$ cat src/source/mcoi_link_defines.svh
/* link subsystem build constants */
`ifndef MCOI_LINK_DEFINES_SVH
`define MCOI_LINK_DEFINES_SVH

// ----------------------------------------
// reset and heartbeat timing
// ----------------------------------------
// internal reset cycles after external release
`define POR_CYCLES 16
// blinker half periods in clk cycles
`define HB_FAST_HALF 8
`define HB_SLOW_HALF 12

// ----------------------------------------
// register reset values
// ----------------------------------------
`define FRAME_DIV_RST 3
`define STRETCH_RST 4
// pattern enabled, los honoured
`define CTRL_RST 1
// ascii "MCOI"
`define LINK_ID 32'h4d43_4f49

// ----------------------------------------
// register map
// ----------------------------------------
`define ADDR_CTRL 4'h0
`define ADDR_FRAME_DIV 4'h1
`define ADDR_STRETCH 4'h2
// read only from here on
`define ADDR_TX_COUNT 4'h3
`define ADDR_RX_FRAMES 4'h4
`define ADDR_ID 4'h5

`endif

$ cat src/source/mcoi_link_pkg.sv
/* link subsystem types */
`default_nettype none

package mcoi_link_pkg;

  // ----------------------------------------
  // data widths
  // ----------------------------------------
  // register and counter word
  typedef logic [31:0] word_t;

  // one link frame, two words side by side
  typedef logic [63:0] frame_t;

  // register address on the cpu side
  typedef logic [3:0] reg_addr_t;

  // ----------------------------------------
  // reset sequencer
  // ----------------------------------------
  // hold while external reset is low
  // count out the stretch
  // run with internal reset released
  typedef enum logic [1:0] {
    HOLD  = 2'd0,
    COUNT = 2'd1,
    RUN   = 2'd2
  } por_state_e;

endpackage

`default_nettype wire

$ cat src/source/link_cfg_if.sv
/* link config and status bundle */
`default_nettype none

interface link_cfg_if;
  import mcoi_link_pkg::*;

  // ----------------------------------------
  // registers to datapath
  // ----------------------------------------
  // ctrl bit 0
  logic  pattern_en;
  // ctrl bit 1, count runs through los
  logic  los_override;
  // strobe period, never 0
  word_t frame_div;
  // led hold after a received frame
  word_t stretch_len;

  // ----------------------------------------
  // datapath status back to registers
  // ----------------------------------------
  word_t tx_count;
  word_t rx_frames;

  // register block drives the config
  modport regs (
    output pattern_en, los_override, frame_div, stretch_len,
    input  tx_count, rx_frames
  );

  // pattern generator side
  modport gen (
    input  pattern_en, los_override, frame_div,
    output tx_count
  );

  // receive monitor side
  modport mon (
    input  stretch_len,
    output rx_frames
  );

endinterface

`default_nettype wire

$ cat src/source/por_reset_gen.sv
/* power-on reset stretcher */
`default_nettype none
`include "mcoi_link_defines.svh"

module por_reset_gen (
  input  logic clk_tree_x,
  input  logic rst_n_i,
  output logic sys_rst_n_o
);
  import mcoi_link_pkg::*;

  localparam int unsigned POR_CYCLES = `POR_CYCLES;
  // one spare bit so the terminal value always fits
  localparam int unsigned CNT_W = $clog2(POR_CYCLES + 1);

  por_state_e       state_q;
  logic [CNT_W-1:0] cnt_q;

  // ----------------------------------------
  // sequencer
  // ----------------------------------------
  always_ff @(posedge clk_tree_x) begin
    if (!rst_n_i) begin
      // external reset low, back to hold
      state_q <= HOLD;
      cnt_q   <= '0;
    end else begin
      case (state_q)
        HOLD: begin
          // first edge with rst_n_i high
          state_q <= COUNT;
          cnt_q   <= '0;
        end
        COUNT: begin
          cnt_q <= cnt_q + CNT_W'(1);
          // last stretch cycle
          if (cnt_q == CNT_W'(POR_CYCLES - 1)) begin
            state_q <= RUN;
          end
        end
        RUN: begin
          state_q <= RUN;
        end
        default: begin
          state_q <= HOLD;
        end
      endcase
    end
  end

  // decode of the state register only
  assign sys_rst_n_o = (state_q == RUN);

endmodule

`default_nettype wire

$ cat src/source/heartbeat_blinker.sv
/* heartbeat led divider */
`default_nettype none

module heartbeat_blinker #(
  // cycles per led level, 2 or more
  parameter int unsigned HALF_PERIOD = 2
) (
  input  logic clk_tree_x,
  input  logic rst_n_i,
  output logic led_o
);

  localparam int unsigned CNT_W = $clog2(HALF_PERIOD);

  logic [CNT_W-1:0] cnt_q;
  logic             wrap;

  // ----------------------------------------
  // free-running divider
  // ----------------------------------------
  // end of one half period
  assign wrap = (cnt_q == CNT_W'(HALF_PERIOD - 1));

  always_ff @(posedge clk_tree_x) begin
    if (!rst_n_i) begin
      cnt_q <= '0;
      led_o <= 1'b0;
    end else begin
      if (wrap) begin
        cnt_q <= '0;
        // flip level at the wrap
        led_o <= ~led_o;
      end else begin
        cnt_q <= cnt_q + CNT_W'(1);
      end
    end
  end

endmodule

`default_nettype wire

$ cat src/source/frame_pattern_gen.sv
/* frame strobe and test pattern */
`default_nettype none
`include "mcoi_link_defines.svh"

module frame_pattern_gen (
  input  logic                  clk_tree_x,
  input  logic                  rst_n_i,
  input  logic                  los_i,
  link_cfg_if.gen               cfg_if,
  output logic                  tx_frame_o,
  output mcoi_link_pkg::frame_t tx_data_o
);
  import mcoi_link_pkg::*;

  // period the timer is running on
  word_t div_q;
  word_t timer_q;
  word_t count_q;
  word_t count_nxt;
  logic  div_changed;
  logic  strobe;

  // ----------------------------------------
  // strobe timer
  // ----------------------------------------
  // new period written, restart
  assign div_changed = (cfg_if.frame_div != div_q);
  // last cycle of the period
  assign strobe = !div_changed && (timer_q == cfg_if.frame_div - word_t'(1));

  always_ff @(posedge clk_tree_x) begin
    if (!rst_n_i) begin
      // matches the register reset value, no restart after reset
      div_q   <= word_t'(`FRAME_DIV_RST);
      timer_q <= '0;
    end else if (div_changed) begin
      div_q   <= cfg_if.frame_div;
      timer_q <= '0;
    end else if (strobe) begin
      timer_q <= '0;
    end else begin
      timer_q <= timer_q + word_t'(1);
    end
  end

  // ----------------------------------------
  // counting pattern
  // ----------------------------------------
  always_comb begin
    if (los_i && !cfg_if.los_override) begin
      // link down, start over
      count_nxt = '0;
    end else if (cfg_if.pattern_en) begin
      count_nxt = count_q + word_t'(1);
    end else begin
      count_nxt = count_q;
    end
  end

  always_ff @(posedge clk_tree_x) begin
    if (!rst_n_i) begin
      count_q    <= '0;
      tx_frame_o <= 1'b0;
    end else begin
      tx_frame_o <= strobe;
      // count moves on strobes only
      if (strobe) begin
        count_q <= count_nxt;
      end
    end
  end

  // same word in both halves, changes with the pulse
  assign tx_data_o       = {count_q, count_q};
  assign cfg_if.tx_count = count_q;

endmodule

`default_nettype wire

$ cat src/source/rx_activity_monitor.sv
/* receive activity monitor */
`default_nettype none

module rx_activity_monitor (
  input  logic                  clk_tree_x,
  input  logic                  rst_n_i,
  input  logic                  rx_valid_i,
  input  mcoi_link_pkg::frame_t rx_data_i,
  link_cfg_if.mon               cfg_if,
  output logic                  act_led_o
);
  import mcoi_link_pkg::*;

  logic  frame_hit;
  word_t hold_q;
  word_t rx_frames_q;

  // ----------------------------------------
  // frame detect
  // ----------------------------------------
  // idle link sends zero words
  assign frame_hit = rx_valid_i && (|rx_data_i);

  // ----------------------------------------
  // led stretch
  // ----------------------------------------
  always_ff @(posedge clk_tree_x) begin
    if (!rst_n_i) begin
      hold_q <= '0;
    end else if (frame_hit) begin
      // zero length keeps the led dark
      hold_q <= cfg_if.stretch_len;
    end else if (hold_q != '0) begin
      hold_q <= hold_q - word_t'(1);
    end
  end

  assign act_led_o = (hold_q != '0);

  // ----------------------------------------
  // frame counter
  // ----------------------------------------
  always_ff @(posedge clk_tree_x) begin
    if (!rst_n_i) begin
      rx_frames_q <= '0;
    end else if (frame_hit && (rx_frames_q != '1)) begin
      // stick at all ones
      rx_frames_q <= rx_frames_q + word_t'(1);
    end
  end

  assign cfg_if.rx_frames = rx_frames_q;

endmodule

`default_nettype wire

$ cat src/source/link_ctrl_regs.sv
/* link control registers */
`default_nettype none
`include "mcoi_link_defines.svh"

module link_ctrl_regs (
  input  logic                     clk_tree_x,
  input  logic                     rst_n_i,
  input  logic                     wr_en_i,
  input  logic                     rd_en_i,
  input  mcoi_link_pkg::reg_addr_t addr_i,
  input  mcoi_link_pkg::word_t     wdata_i,
  output mcoi_link_pkg::word_t     rdata_o,
  output logic                     rvalid_o,
  link_cfg_if.regs                 cfg_if
);
  import mcoi_link_pkg::*;

  // bit 1 los override, bit 0 pattern enable
  logic [1:0] ctrl_q;
  word_t      frame_div_q;
  word_t      stretch_q;
  word_t      rd_mux;

  // ----------------------------------------
  // writable registers
  // ----------------------------------------
  always_ff @(posedge clk_tree_x) begin
    if (!rst_n_i) begin
      ctrl_q      <= 2'(`CTRL_RST);
      frame_div_q <= word_t'(`FRAME_DIV_RST);
      stretch_q   <= word_t'(`STRETCH_RST);
    end else if (wr_en_i) begin
      case (addr_i)
        `ADDR_CTRL: begin
          ctrl_q <= wdata_i[1:0];
        end
        `ADDR_FRAME_DIV: begin
          // zero period would stall the timer
          if (wdata_i == '0) begin
            frame_div_q <= word_t'(1);
          end else begin
            frame_div_q <= wdata_i;
          end
        end
        `ADDR_STRETCH: begin
          stretch_q <= wdata_i;
        end
        // read only and unmapped
        default: ;
      endcase
    end
  end

  // ----------------------------------------
  // readback
  // ----------------------------------------
  always_comb begin
    case (addr_i)
      `ADDR_CTRL:      rd_mux = word_t'(ctrl_q);
      `ADDR_FRAME_DIV: rd_mux = frame_div_q;
      `ADDR_STRETCH:   rd_mux = stretch_q;
      `ADDR_TX_COUNT:  rd_mux = cfg_if.tx_count;
      `ADDR_RX_FRAMES: rd_mux = cfg_if.rx_frames;
      `ADDR_ID:        rd_mux = `LINK_ID;
      default:         rd_mux = '0;
    endcase
  end

  // valid one cycle after the strobe
  always_ff @(posedge clk_tree_x) begin
    if (!rst_n_i) begin
      rvalid_o <= 1'b0;
    end else begin
      rvalid_o <= rd_en_i;
    end
  end

  // data only, qualified by rvalid_o
  // a write in the same cycle is not seen yet
  always_ff @(posedge clk_tree_x) begin
    if (rd_en_i) begin
      rdata_o <= rd_mux;
    end
  end

  // ----------------------------------------
  // config out
  // ----------------------------------------
  assign cfg_if.pattern_en   = ctrl_q[0];
  assign cfg_if.los_override = ctrl_q[1];
  assign cfg_if.frame_div    = frame_div_q;
  assign cfg_if.stretch_len  = stretch_q;

endmodule

`default_nettype wire

$ cat src/source/mcoi_link_top.sv
/* mcoi optical link subsystem */
`default_nettype none
`include "mcoi_link_defines.svh"

module mcoi_link_top (
  input  logic                     clk_tree_x,
  input  logic                     rst_n_i,
  // register port
  input  logic                     wr_en_i,
  input  logic                     rd_en_i,
  input  mcoi_link_pkg::reg_addr_t addr_i,
  input  mcoi_link_pkg::word_t     wdata_i,
  output mcoi_link_pkg::word_t     rdata_o,
  output logic                     rvalid_o,
  // link transmit
  output logic                     tx_frame_o,
  output mcoi_link_pkg::frame_t    tx_data_o,
  // link receive
  input  logic                     rx_valid_i,
  input  mcoi_link_pkg::frame_t    rx_data_i,
  input  logic                     los_i,
  // board leds and scope pins
  output logic [2:0]               led_o,
  output logic [3:0]               diag_o
);

  // stretched internal reset
  logic sys_rst_n;
  logic hb_fast;
  logic hb_slow;
  logic act_led;

  link_cfg_if cfg_if ();

  // ----------------------------------------
  // reset
  // ----------------------------------------
  por_reset_gen u_por_reset_gen (
    .clk_tree_x  (clk_tree_x),
    .rst_n_i     (rst_n_i),
    .sys_rst_n_o (sys_rst_n)
  );

  // ----------------------------------------
  // registers
  // ----------------------------------------
  link_ctrl_regs u_link_ctrl_regs (
    .clk_tree_x (clk_tree_x),
    .rst_n_i    (sys_rst_n),
    .wr_en_i    (wr_en_i),
    .rd_en_i    (rd_en_i),
    .addr_i     (addr_i),
    .wdata_i    (wdata_i),
    .rdata_o    (rdata_o),
    .rvalid_o   (rvalid_o),
    .cfg_if     (cfg_if.regs)
  );

  // ----------------------------------------
  // link datapath
  // ----------------------------------------
  frame_pattern_gen u_frame_pattern_gen (
    .clk_tree_x (clk_tree_x),
    .rst_n_i    (sys_rst_n),
    .los_i      (los_i),
    .cfg_if     (cfg_if.gen),
    .tx_frame_o (tx_frame_o),
    .tx_data_o  (tx_data_o)
  );

  rx_activity_monitor u_rx_activity_monitor (
    .clk_tree_x (clk_tree_x),
    .rst_n_i    (sys_rst_n),
    .rx_valid_i (rx_valid_i),
    .rx_data_i  (rx_data_i),
    .cfg_if     (cfg_if.mon),
    .act_led_o  (act_led)
  );

  // ----------------------------------------
  // heartbeats
  // ----------------------------------------
  heartbeat_blinker #(
    .HALF_PERIOD (`HB_FAST_HALF)
  ) u_hb_fast (
    .clk_tree_x (clk_tree_x),
    .rst_n_i    (sys_rst_n),
    .led_o      (hb_fast)
  );

  heartbeat_blinker #(
    .HALF_PERIOD (`HB_SLOW_HALF)
  ) u_hb_slow (
    .clk_tree_x (clk_tree_x),
    .rst_n_i    (sys_rst_n),
    .led_o      (hb_slow)
  );

  // led 2 is receive activity
  assign led_o  = {act_led, hb_slow, hb_fast};
  // scope pins, frame strobe next to activity
  assign diag_o = {act_led, tx_frame_o, hb_slow, hb_fast};

endmodule

`default_nettype wire

$ cat config.mk
export PLATFORM = sky130hd
export DESIGN_NAME = mcoi_link_top
export DESIGN_NICKNAME = d
export VERILOG_FILES = /design/src/source/mcoi_link_pkg.sv /design/src/source/link_cfg_if.sv /design/src/source/por_reset_gen.sv /design/src/source/heartbeat_blinker.sv /design/src/source/frame_pattern_gen.sv /design/src/source/rx_activity_monitor.sv /design/src/source/link_ctrl_regs.sv /design/src/source/mcoi_link_top.sv
export VERILOG_INCLUDE_DIRS = /design/src /design/src/source
export SDC_FILE = /design/constraint.sdc
export NUM_CORES = 1
export LEC_CHECK = 0
export BUFFER_PORTS_ARGS = -buffer_cell sky130_fd_sc_hd__buf_2
export CORE_MARGIN = 2
export CORE_UTILIZATION = 44
export CTS_BUF_LIST = sky130_fd_sc_hd__clkbuf_8 sky130_fd_sc_hd__clkbuf_16
export CTS_CLUSTER_SIZE = 28
export DETAILED_ROUTE_END_ITERATION = 12
export HOLD_SLACK_MARGIN = 0.03
export PLACE_DENSITY = 0.63
export SLEW_MARGIN = 20
export SYNTH_ARGS = -nofsm -noshare
export SYNTH_HDL_FRONTEND = slang
export SYNTH_SLANG_ARGS = --single-unit
$ cat constraint.sdc
create_clock -name clk_tree_x -period 4.2 [get_ports clk_tree_x]
set_input_delay 0.84 -clock clk_tree_x [delete_from_list [all_inputs] [get_ports clk_tree_x]]
set_output_delay 0.84 -clock clk_tree_x [all_outputs]
set_load 0.05 [all_outputs]
# ---- Word level (Yosys, flattened, before mapping)
# Cells that the tools add are included.
dict set report word_totals {
  reg_bits 276
  in_bits 106
  output_inout_bits 105
  wordCells 72
}
dict set report classes {
  add_sub_neg 8
  eq_ne 14
  n_mux 9
  bitwise 3
  reduce_logical 21
}
# op n
set op_table {}
lappend op_table {{$pmux 32 s6} 1}
lappend op_table {{$mux 32} 5}
lappend op_table {{$add 32x1->32 const B} 3}
lappend op_table {{$reduce_or 64->1} 1}
lappend op_table {{$sub 32x1->32 const B} 2}
lappend op_table {{$eq 32x32->1} 1}
lappend op_table {{$logic_not 32->1} 1}
lappend op_table {{$ne 32x32->1} 1}
lappend op_table {{$ne 32x32->1 const B} 1}
lappend op_table {{$reduce_bool 32->1} 1}
lappend op_table {{$pmux 5 s2} 1}
lappend op_table {{$eq 4x2->1 const B} 2}
lappend op_table {{$eq 4x3->1 const B} 2}
lappend op_table {{$reduce_and 2->1} 4}
lappend op_table {{$pmux 2 s3} 1}
lappend op_table {{$reduce_bool 2->1} 3}
lappend op_table {{$add 5x1->5 const B} 1}
lappend op_table {{$eq 5x4->1 const B} 1}
lappend op_table {{$add 4x1->4 const B} 1}
lappend op_table {{$eq 4x1->1 const B} 1}
lappend op_table {{$eq 4x4->1 const B} 1}
lappend op_table {{$logic_and 1x1->1} 4}
lappend op_table {{$logic_not 4->1} 1}
lappend op_table {{$reduce_or 2->1} 2}
lappend op_table {{other kinds (10)} 13}

# ---- Depth between registers and ports, before layout
dict set report depth {
  ltp_word 4
  mapped_depth 14
  ltp_nobuf 11
}

# ---- By module
# A second synthesis with hierarchy kept.
dict set report hier_totals {
  cells_unflattened 1732
  area_unflattened_um2 15023.2
}
# module instances cells_each area_per_inst_um2 seq_area_each_um2
set by_module_without_submodules {}
lappend by_module_without_submodules {frame_pattern_gen 1 747 6281.0 1941.9}
lappend by_module_without_submodules {link_ctrl_regs 1 473 4309.1 2302.2}
lappend by_module_without_submodules {rx_activity_monitor 1 434 3622.2 1281.2}
lappend by_module_without_submodules {por_reset_gen 1 41 391.6 140.1}
lappend by_module_without_submodules {{heartbeat_blinker at u_hb_slow} 1 19 219.0 100.1}
lappend by_module_without_submodules {{heartbeat_blinker at u_hb_fast} 1 11 147.6 80.1}
lappend by_module_without_submodules {mcoi_link_top 1 7 52.6 0.0}

# ---- Worst setup path before layout
# No wires, ideal clock.
dict set report synth_path {
  path_type {reg2reg}
  from {reg u_link_ctrl_regs.frame_div_q[21] (netlist: u_link_ctrl_regs.cfg_if.frame_div[21])}
  to {reg u_frame_pattern_gen.count_q[10] (netlist: u_frame_pattern_gen.cfg_if.tx_count[10])}
  setup_ps 71
  arrival_ps 3692
  t_required_ps 4129
  slack_ps 436
  path_stages_with_launch 12
  path_buffers 2
  period_less_slack_ps 3764
  cell_sequence {dfxtp_1 -> buf_6 -> or4_4 -> or4_4 -> a2111oi_4 -> o22ai_1 -> or4_4 -> nor4_4 -> nand3_1 -> buf_2 -> or4_1 -> a21oi_1}
}
dict set report synth_via {
  elab_chain_cells 4
  word_cells_on_any_way 6
  classes_between {1 x add/sub; 2 x eq/ne; 3 x reduce/logical}
}
# element line
set synth_rtl {}
lappend synth_rtl {{start: declaration} link_ctrl_regs.sv:20} ;# word_t frame_div_q;
lappend synth_rtl {{start signal: assignment} link_ctrl_regs.sv:30} ;# frame_div_q <= word_t'(`FRAME_DIV_RST);
lappend synth_rtl {{start signal: assignment} link_ctrl_regs.sv:40} ;# frame_div_q <= word_t'(1);
lappend synth_rtl {{start signal: assignment} link_ctrl_regs.sv:42} ;# frame_div_q <= wdata_i;
lappend synth_rtl {{$sub 32x1->32 or $ne 32x32->1 (tied branches)} {frame_pattern_gen.sv:29, frame_pattern_gen.sv:27}}
lappend synth_rtl {{$eq 32x32->1 or $logic_not 1->1 (tied branches)} frame_pattern_gen.sv:29} ;# assign strobe = !div_changed && (timer_q == cfg_if.frame_div - word_t'(1));
lappend synth_rtl {{$logic_and 1x1->1 (*)} frame_pattern_gen.sv:29}
lappend synth_rtl {{$reduce_and 2->1 (no source line) (*)} n/a}
lappend synth_rtl {{end signal: assignment} frame_pattern_gen.sv:68} ;# count_q <= count_nxt;
lappend synth_rtl {{end: declaration} frame_pattern_gen.sv:18} ;# word_t count_q;
# Mark *: on every way between the ends. The rest lies on a longest branch, timed or not.
# A chain may end at the register's enable or synchronous reset.

# ---- Worst setup path in the final report
dict set report layout_path {
  from {reg u_link_ctrl_regs.frame_div_q[25] (netlist: u_link_ctrl_regs.cfg_if.frame_div[25])}
  to {reg u_frame_pattern_gen.count_q[22] (netlist: u_frame_pattern_gen.cfg_if.tx_count[22])}
}
# Same word-level chain as after synthesis.

==> qor.yml <==
yosysTopAreaCellShare_pct: 35.2
skew_ns: 0.0177
drc: 0
ys_async_sr_fraction_pct: 0
synth_xor_area_share_pct: 10.2
antenna_found_initial: 0
grt_overflow: 0
max_freq_ghz: 0.247
worstRegToRegCells: 9
r2r-end: "u_frame_pattern_gen.cfg_if.tx_count[22]$_SDFFE_PP0P_"
grtUsageTotal_pct: 26.3
nFillCells: 2978
grt_pass1_wl_um: 68100
grt_start_max_net_pins: 71
critical_path_required_ns: 4.68
rsz0062_at_grt: "false"
hp-class: "flip-flop to flip-flop"
layout_min_cycle_time_ns: 4.05
cts-htree-levels: 1
numCtsBuffers: 29
tritoncts: "done"
max-cap-violations: 0
clk_latency_ns: 0.55
worst_path_max_delay_cell: "or4_1"
fin_nets: 1950
vias_per_cell: 5.72
rows: 65
path_buf_inv: 0
ys_ff_latch: 276
yosys.area_share.simple_pct: 27.8
pwr-share-clk_pct: 19.9
crit_path_frequent_cell: "or4_1"
worstSetupPathType: "flip-flop to flip-flop"
setup_viol: 0
drtIter0Drc: 1292
yosysSeqAreaShare_pct: 42.1
cp.arrival_ns: 4.53
intPower_mw: 6.68
synthAdderAreaFrac_pct: 1.17
tightest_slew_ns: 1.10
avgSynthCellArea_sq_um: 8.29
yosys_warnings: 0
root_buffer: "clkbuf_16"
endpoint: "u_frame_pattern_gen.cfg_if.tx_count[22]$_SDFFE_PP0P_"
end_kind: "flip-flop"
r2r-start: "u_link_ctrl_regs.cfg_if.frame_div[25]$_SDFFE_PP0P_"
synth.area.top_cells: "dfxtp_1, edfxtp_1, xor2_1"
path_clk_slew_ns: 0.06
wl_per_cell_um: 20.0
ios: 211
ant_nets: 0
slew_headroom_pct: 26.2
p_seq_share_pct: 25.3
diodes: 0
syn_inst: 1674
multi_input_comb_area_sq_um: 7300
start_kind: "flip-flop"
clk_path_buf_depth: 3
initial_core_util_pct: 44.3
net-switching-power_mw: 5.34
area_delta_synth_final_pct: 16.0
core_sq_um: 31300
crit_fanout: 9
crit_start: "u_link_ctrl_regs.cfg_if.frame_div[25]$_SDFFE_PP0P_"
synth_compound_area_share_pct: 12.6
syn_area_sq_um: 13900
drive_gt1_share_pct: 18.1
switching_share_pct: 44.4
hold_viol: 0
dr.pass1.iters: 5
dieArea_sq_um: 33000
ir_drop_mv: 1.10
utilization_pct: 51.4
fin_crit_sh_pct: 96.5
p_total_mw: 12.0
synthMuxAreaShare_pct: 0.505
rrSetupSlack_ns: 0.15
status: "finished, final reports clean"
post-dp-hpwl_um: 33800
cts_sinks: 276
tns_ns: 0
synthFlopType: "dfxtp_1"
io_buffers: 210
hold_buffers: 0
seqCellArea_sq_um: 5850
grt_pass1_vias: 11700
synth-edff-count: 32
slew_viol_final: 0
syn-num-nets: 1793
p_per_area_nw_per_um2: 746
num_vias: 12900
gp_congestion: 0.933
yosysUniqueCellTypes: 66
cts_resized: 0
synth_top_family_by_area: "simple AND/OR/NAND/NOR gates"
routed_wl_um: 45100
fp.dieH_um: 182
fp.dieW_um: 182
crit_chain: "or4_1, or4_4, a2111oi_4, o22ai_1, or4_1, or4_1, nand4bb_1, or3_1, a21oi_1"
cts_setup_buffers: 0
comb_power_share_pct: 54.8
max_stage_delay_ns: 0.61
crit_cells: 9
cellLeakagePower_nw: 6.49
yosysTopAreaCell: "dfxtp_1"
cp_top_family: "simple AND/OR/NAND/NOR gates"
## sequential cells by signal, summed over array words and instances, names as in the netlist, 2 cells and up
register / count
u_frame_pattern_gen.timer_q: 32
u_hb_slow.cnt_q: 4
u_frame_pattern_gen.cfg_if.tx_count: 32
u_hb_fast.cnt_q: 3
u_link_ctrl_regs.cfg_if.stretch_len: 32
u_rx_activity_monitor.cfg_if.rx_frames: 32
u_link_ctrl_regs.rdata_o: 32
u_link_ctrl_regs.cfg_if.frame_div: 32
u_por_reset_gen.state_q: 2
u_link_ctrl_regs.ctrl_q: 2
u_por_reset_gen.cnt_q: 5
u_rx_activity_monitor.hold_q: 32
u_frame_pattern_gen.div_q: 32
## metal layers
metal	vias to the layer above	GRT usage [%]	routed length, um
met4	0	8.20	1360
li1	6165	-	-
met2	539	39.9	19400
met3	77	4.69	3880
met1	6115	38.1	20500
met5	-	0	0
## power by group through the flow
stage	clock (mW)	combinational (mW)	sequential, mW
6_report	2.39	6.59	3.04
3_3_place_gp	0	6.46	3.09
2_1_floorplan	0	5.38	3.11
5_1_grt	2.53	5.03	2.96
3_5_place_dp	0	6.53	3.09
4_1_cts	2.43	6.57	3.04
## area by class of cell
class                   count  area share (%)
clock buffers              33            4.85
clock inverters            20           0.590
inverters                  21           0.505
multi-input cells        1236            45.3
flip-flops and latches    276            36.3
well taps                 402            3.12
repair buffers            267            9.34
## synthesized netlist by cell type, types with 23 or more instances
library cell  instances
dfxtp_1             244
nand2_1             230
nor2_1              143
a21oi_1             128
xor2_1              100
clkbuf_1             90
nand3_1              67
xnor2_1              62
a22oi_1              61
nor4_1               54
nor3_1               44
and2_1               42
buf_4                39
edfxtp_1             32
o21ai_0              32
nand4_1              31
or3_1                31
and3_1               26
o21ai_1              23
## metrics by stage
step	hold slack [ns]	area, sq um	setup WS (ns)	cells
3_5_place_dp	0.420	15200	0.212	2202
6_report	0.425	16100	0.149	2255
5_1_grt	0.439	16100	0.000264	2255
2_1_floorplan	0.404	13900	0.436	1674
4_1_cts	0.429	16100	0.171	2255
3_3_place_gp	0.415	15200	0.244	2202
## placed cells by master (no fill, tap or decap), types with 31 or more instances in the layout
cell | netlist | final
edfxtp_1 | 32 | 32
nor2_1 | 143 | 141
a21oi_1 | 128 | 128
xnor2_1 | 62 | 62
or3_1 | 31 | 31
buf_2 | 4 | 210
a22oi_1 | 61 | 61
nor3_1 | 44 | 43
buf_4 | 39 | 55
o21ai_0 | 32 | 32
nand3_1 | 67 | 66
dfxtp_1 | 244 | 244
xor2_1 | 100 | 100
nor4_1 | 54 | 53
nand2_1 | 230 | 229
and2_1 | 42 | 42
nand4_1 | 31 | 31
## cell families (layout without fill, tap and decap cells)
logic type	count (synthesis)	after routing
flip-flops	276	276
adder cells (fa/ha/maj)	13	13
AND/OR/NAND/NOR	765	765
multiplexers	7	7
AO/OA/AOI/OAI	289	289
buffers and inverters	162	341
XOR/XNOR	162	162
## how the worst min path moves through the flow
stage,slack [ns],cells past startpoint,end,start
after floorplan,0.40,1,u_hb_fast.cnt_q[0]$_SDFF_PP0_,u_hb_fast.cnt_q[0]$_SDFF_PP0_
after global placement,0.42,1,u_hb_fast.cnt_q[0]$_SDFF_PP0_,u_hb_fast.cnt_q[0]$_SDFF_PP0_
after detailed placement,0.42,1,u_hb_fast.cnt_q[0]$_SDFF_PP0_,u_hb_fast.cnt_q[0]$_SDFF_PP0_
after CTS,0.43,1,u_hb_fast.cnt_q[0]$_SDFF_PP0_,u_hb_fast.cnt_q[0]$_SDFF_PP0_
after global routing,0.44,1,u_hb_fast.cnt_q[0]$_SDFF_PP0_,u_hb_fast.cnt_q[0]$_SDFF_PP0_
final,0.42,1,u_hb_fast.cnt_q[0]$_SDFF_PP0_,u_hb_fast.cnt_q[0]$_SDFF_PP0_
## worst reg2reg max path: cells and delay by family (launching register included)
kind,cells,cell delay (ns)
DFF,1,0.31
AOI/OAI and AO/OA,3,0.71
and+or+nand+nor,6,2.96
Power figures use the tool's default switching activity.
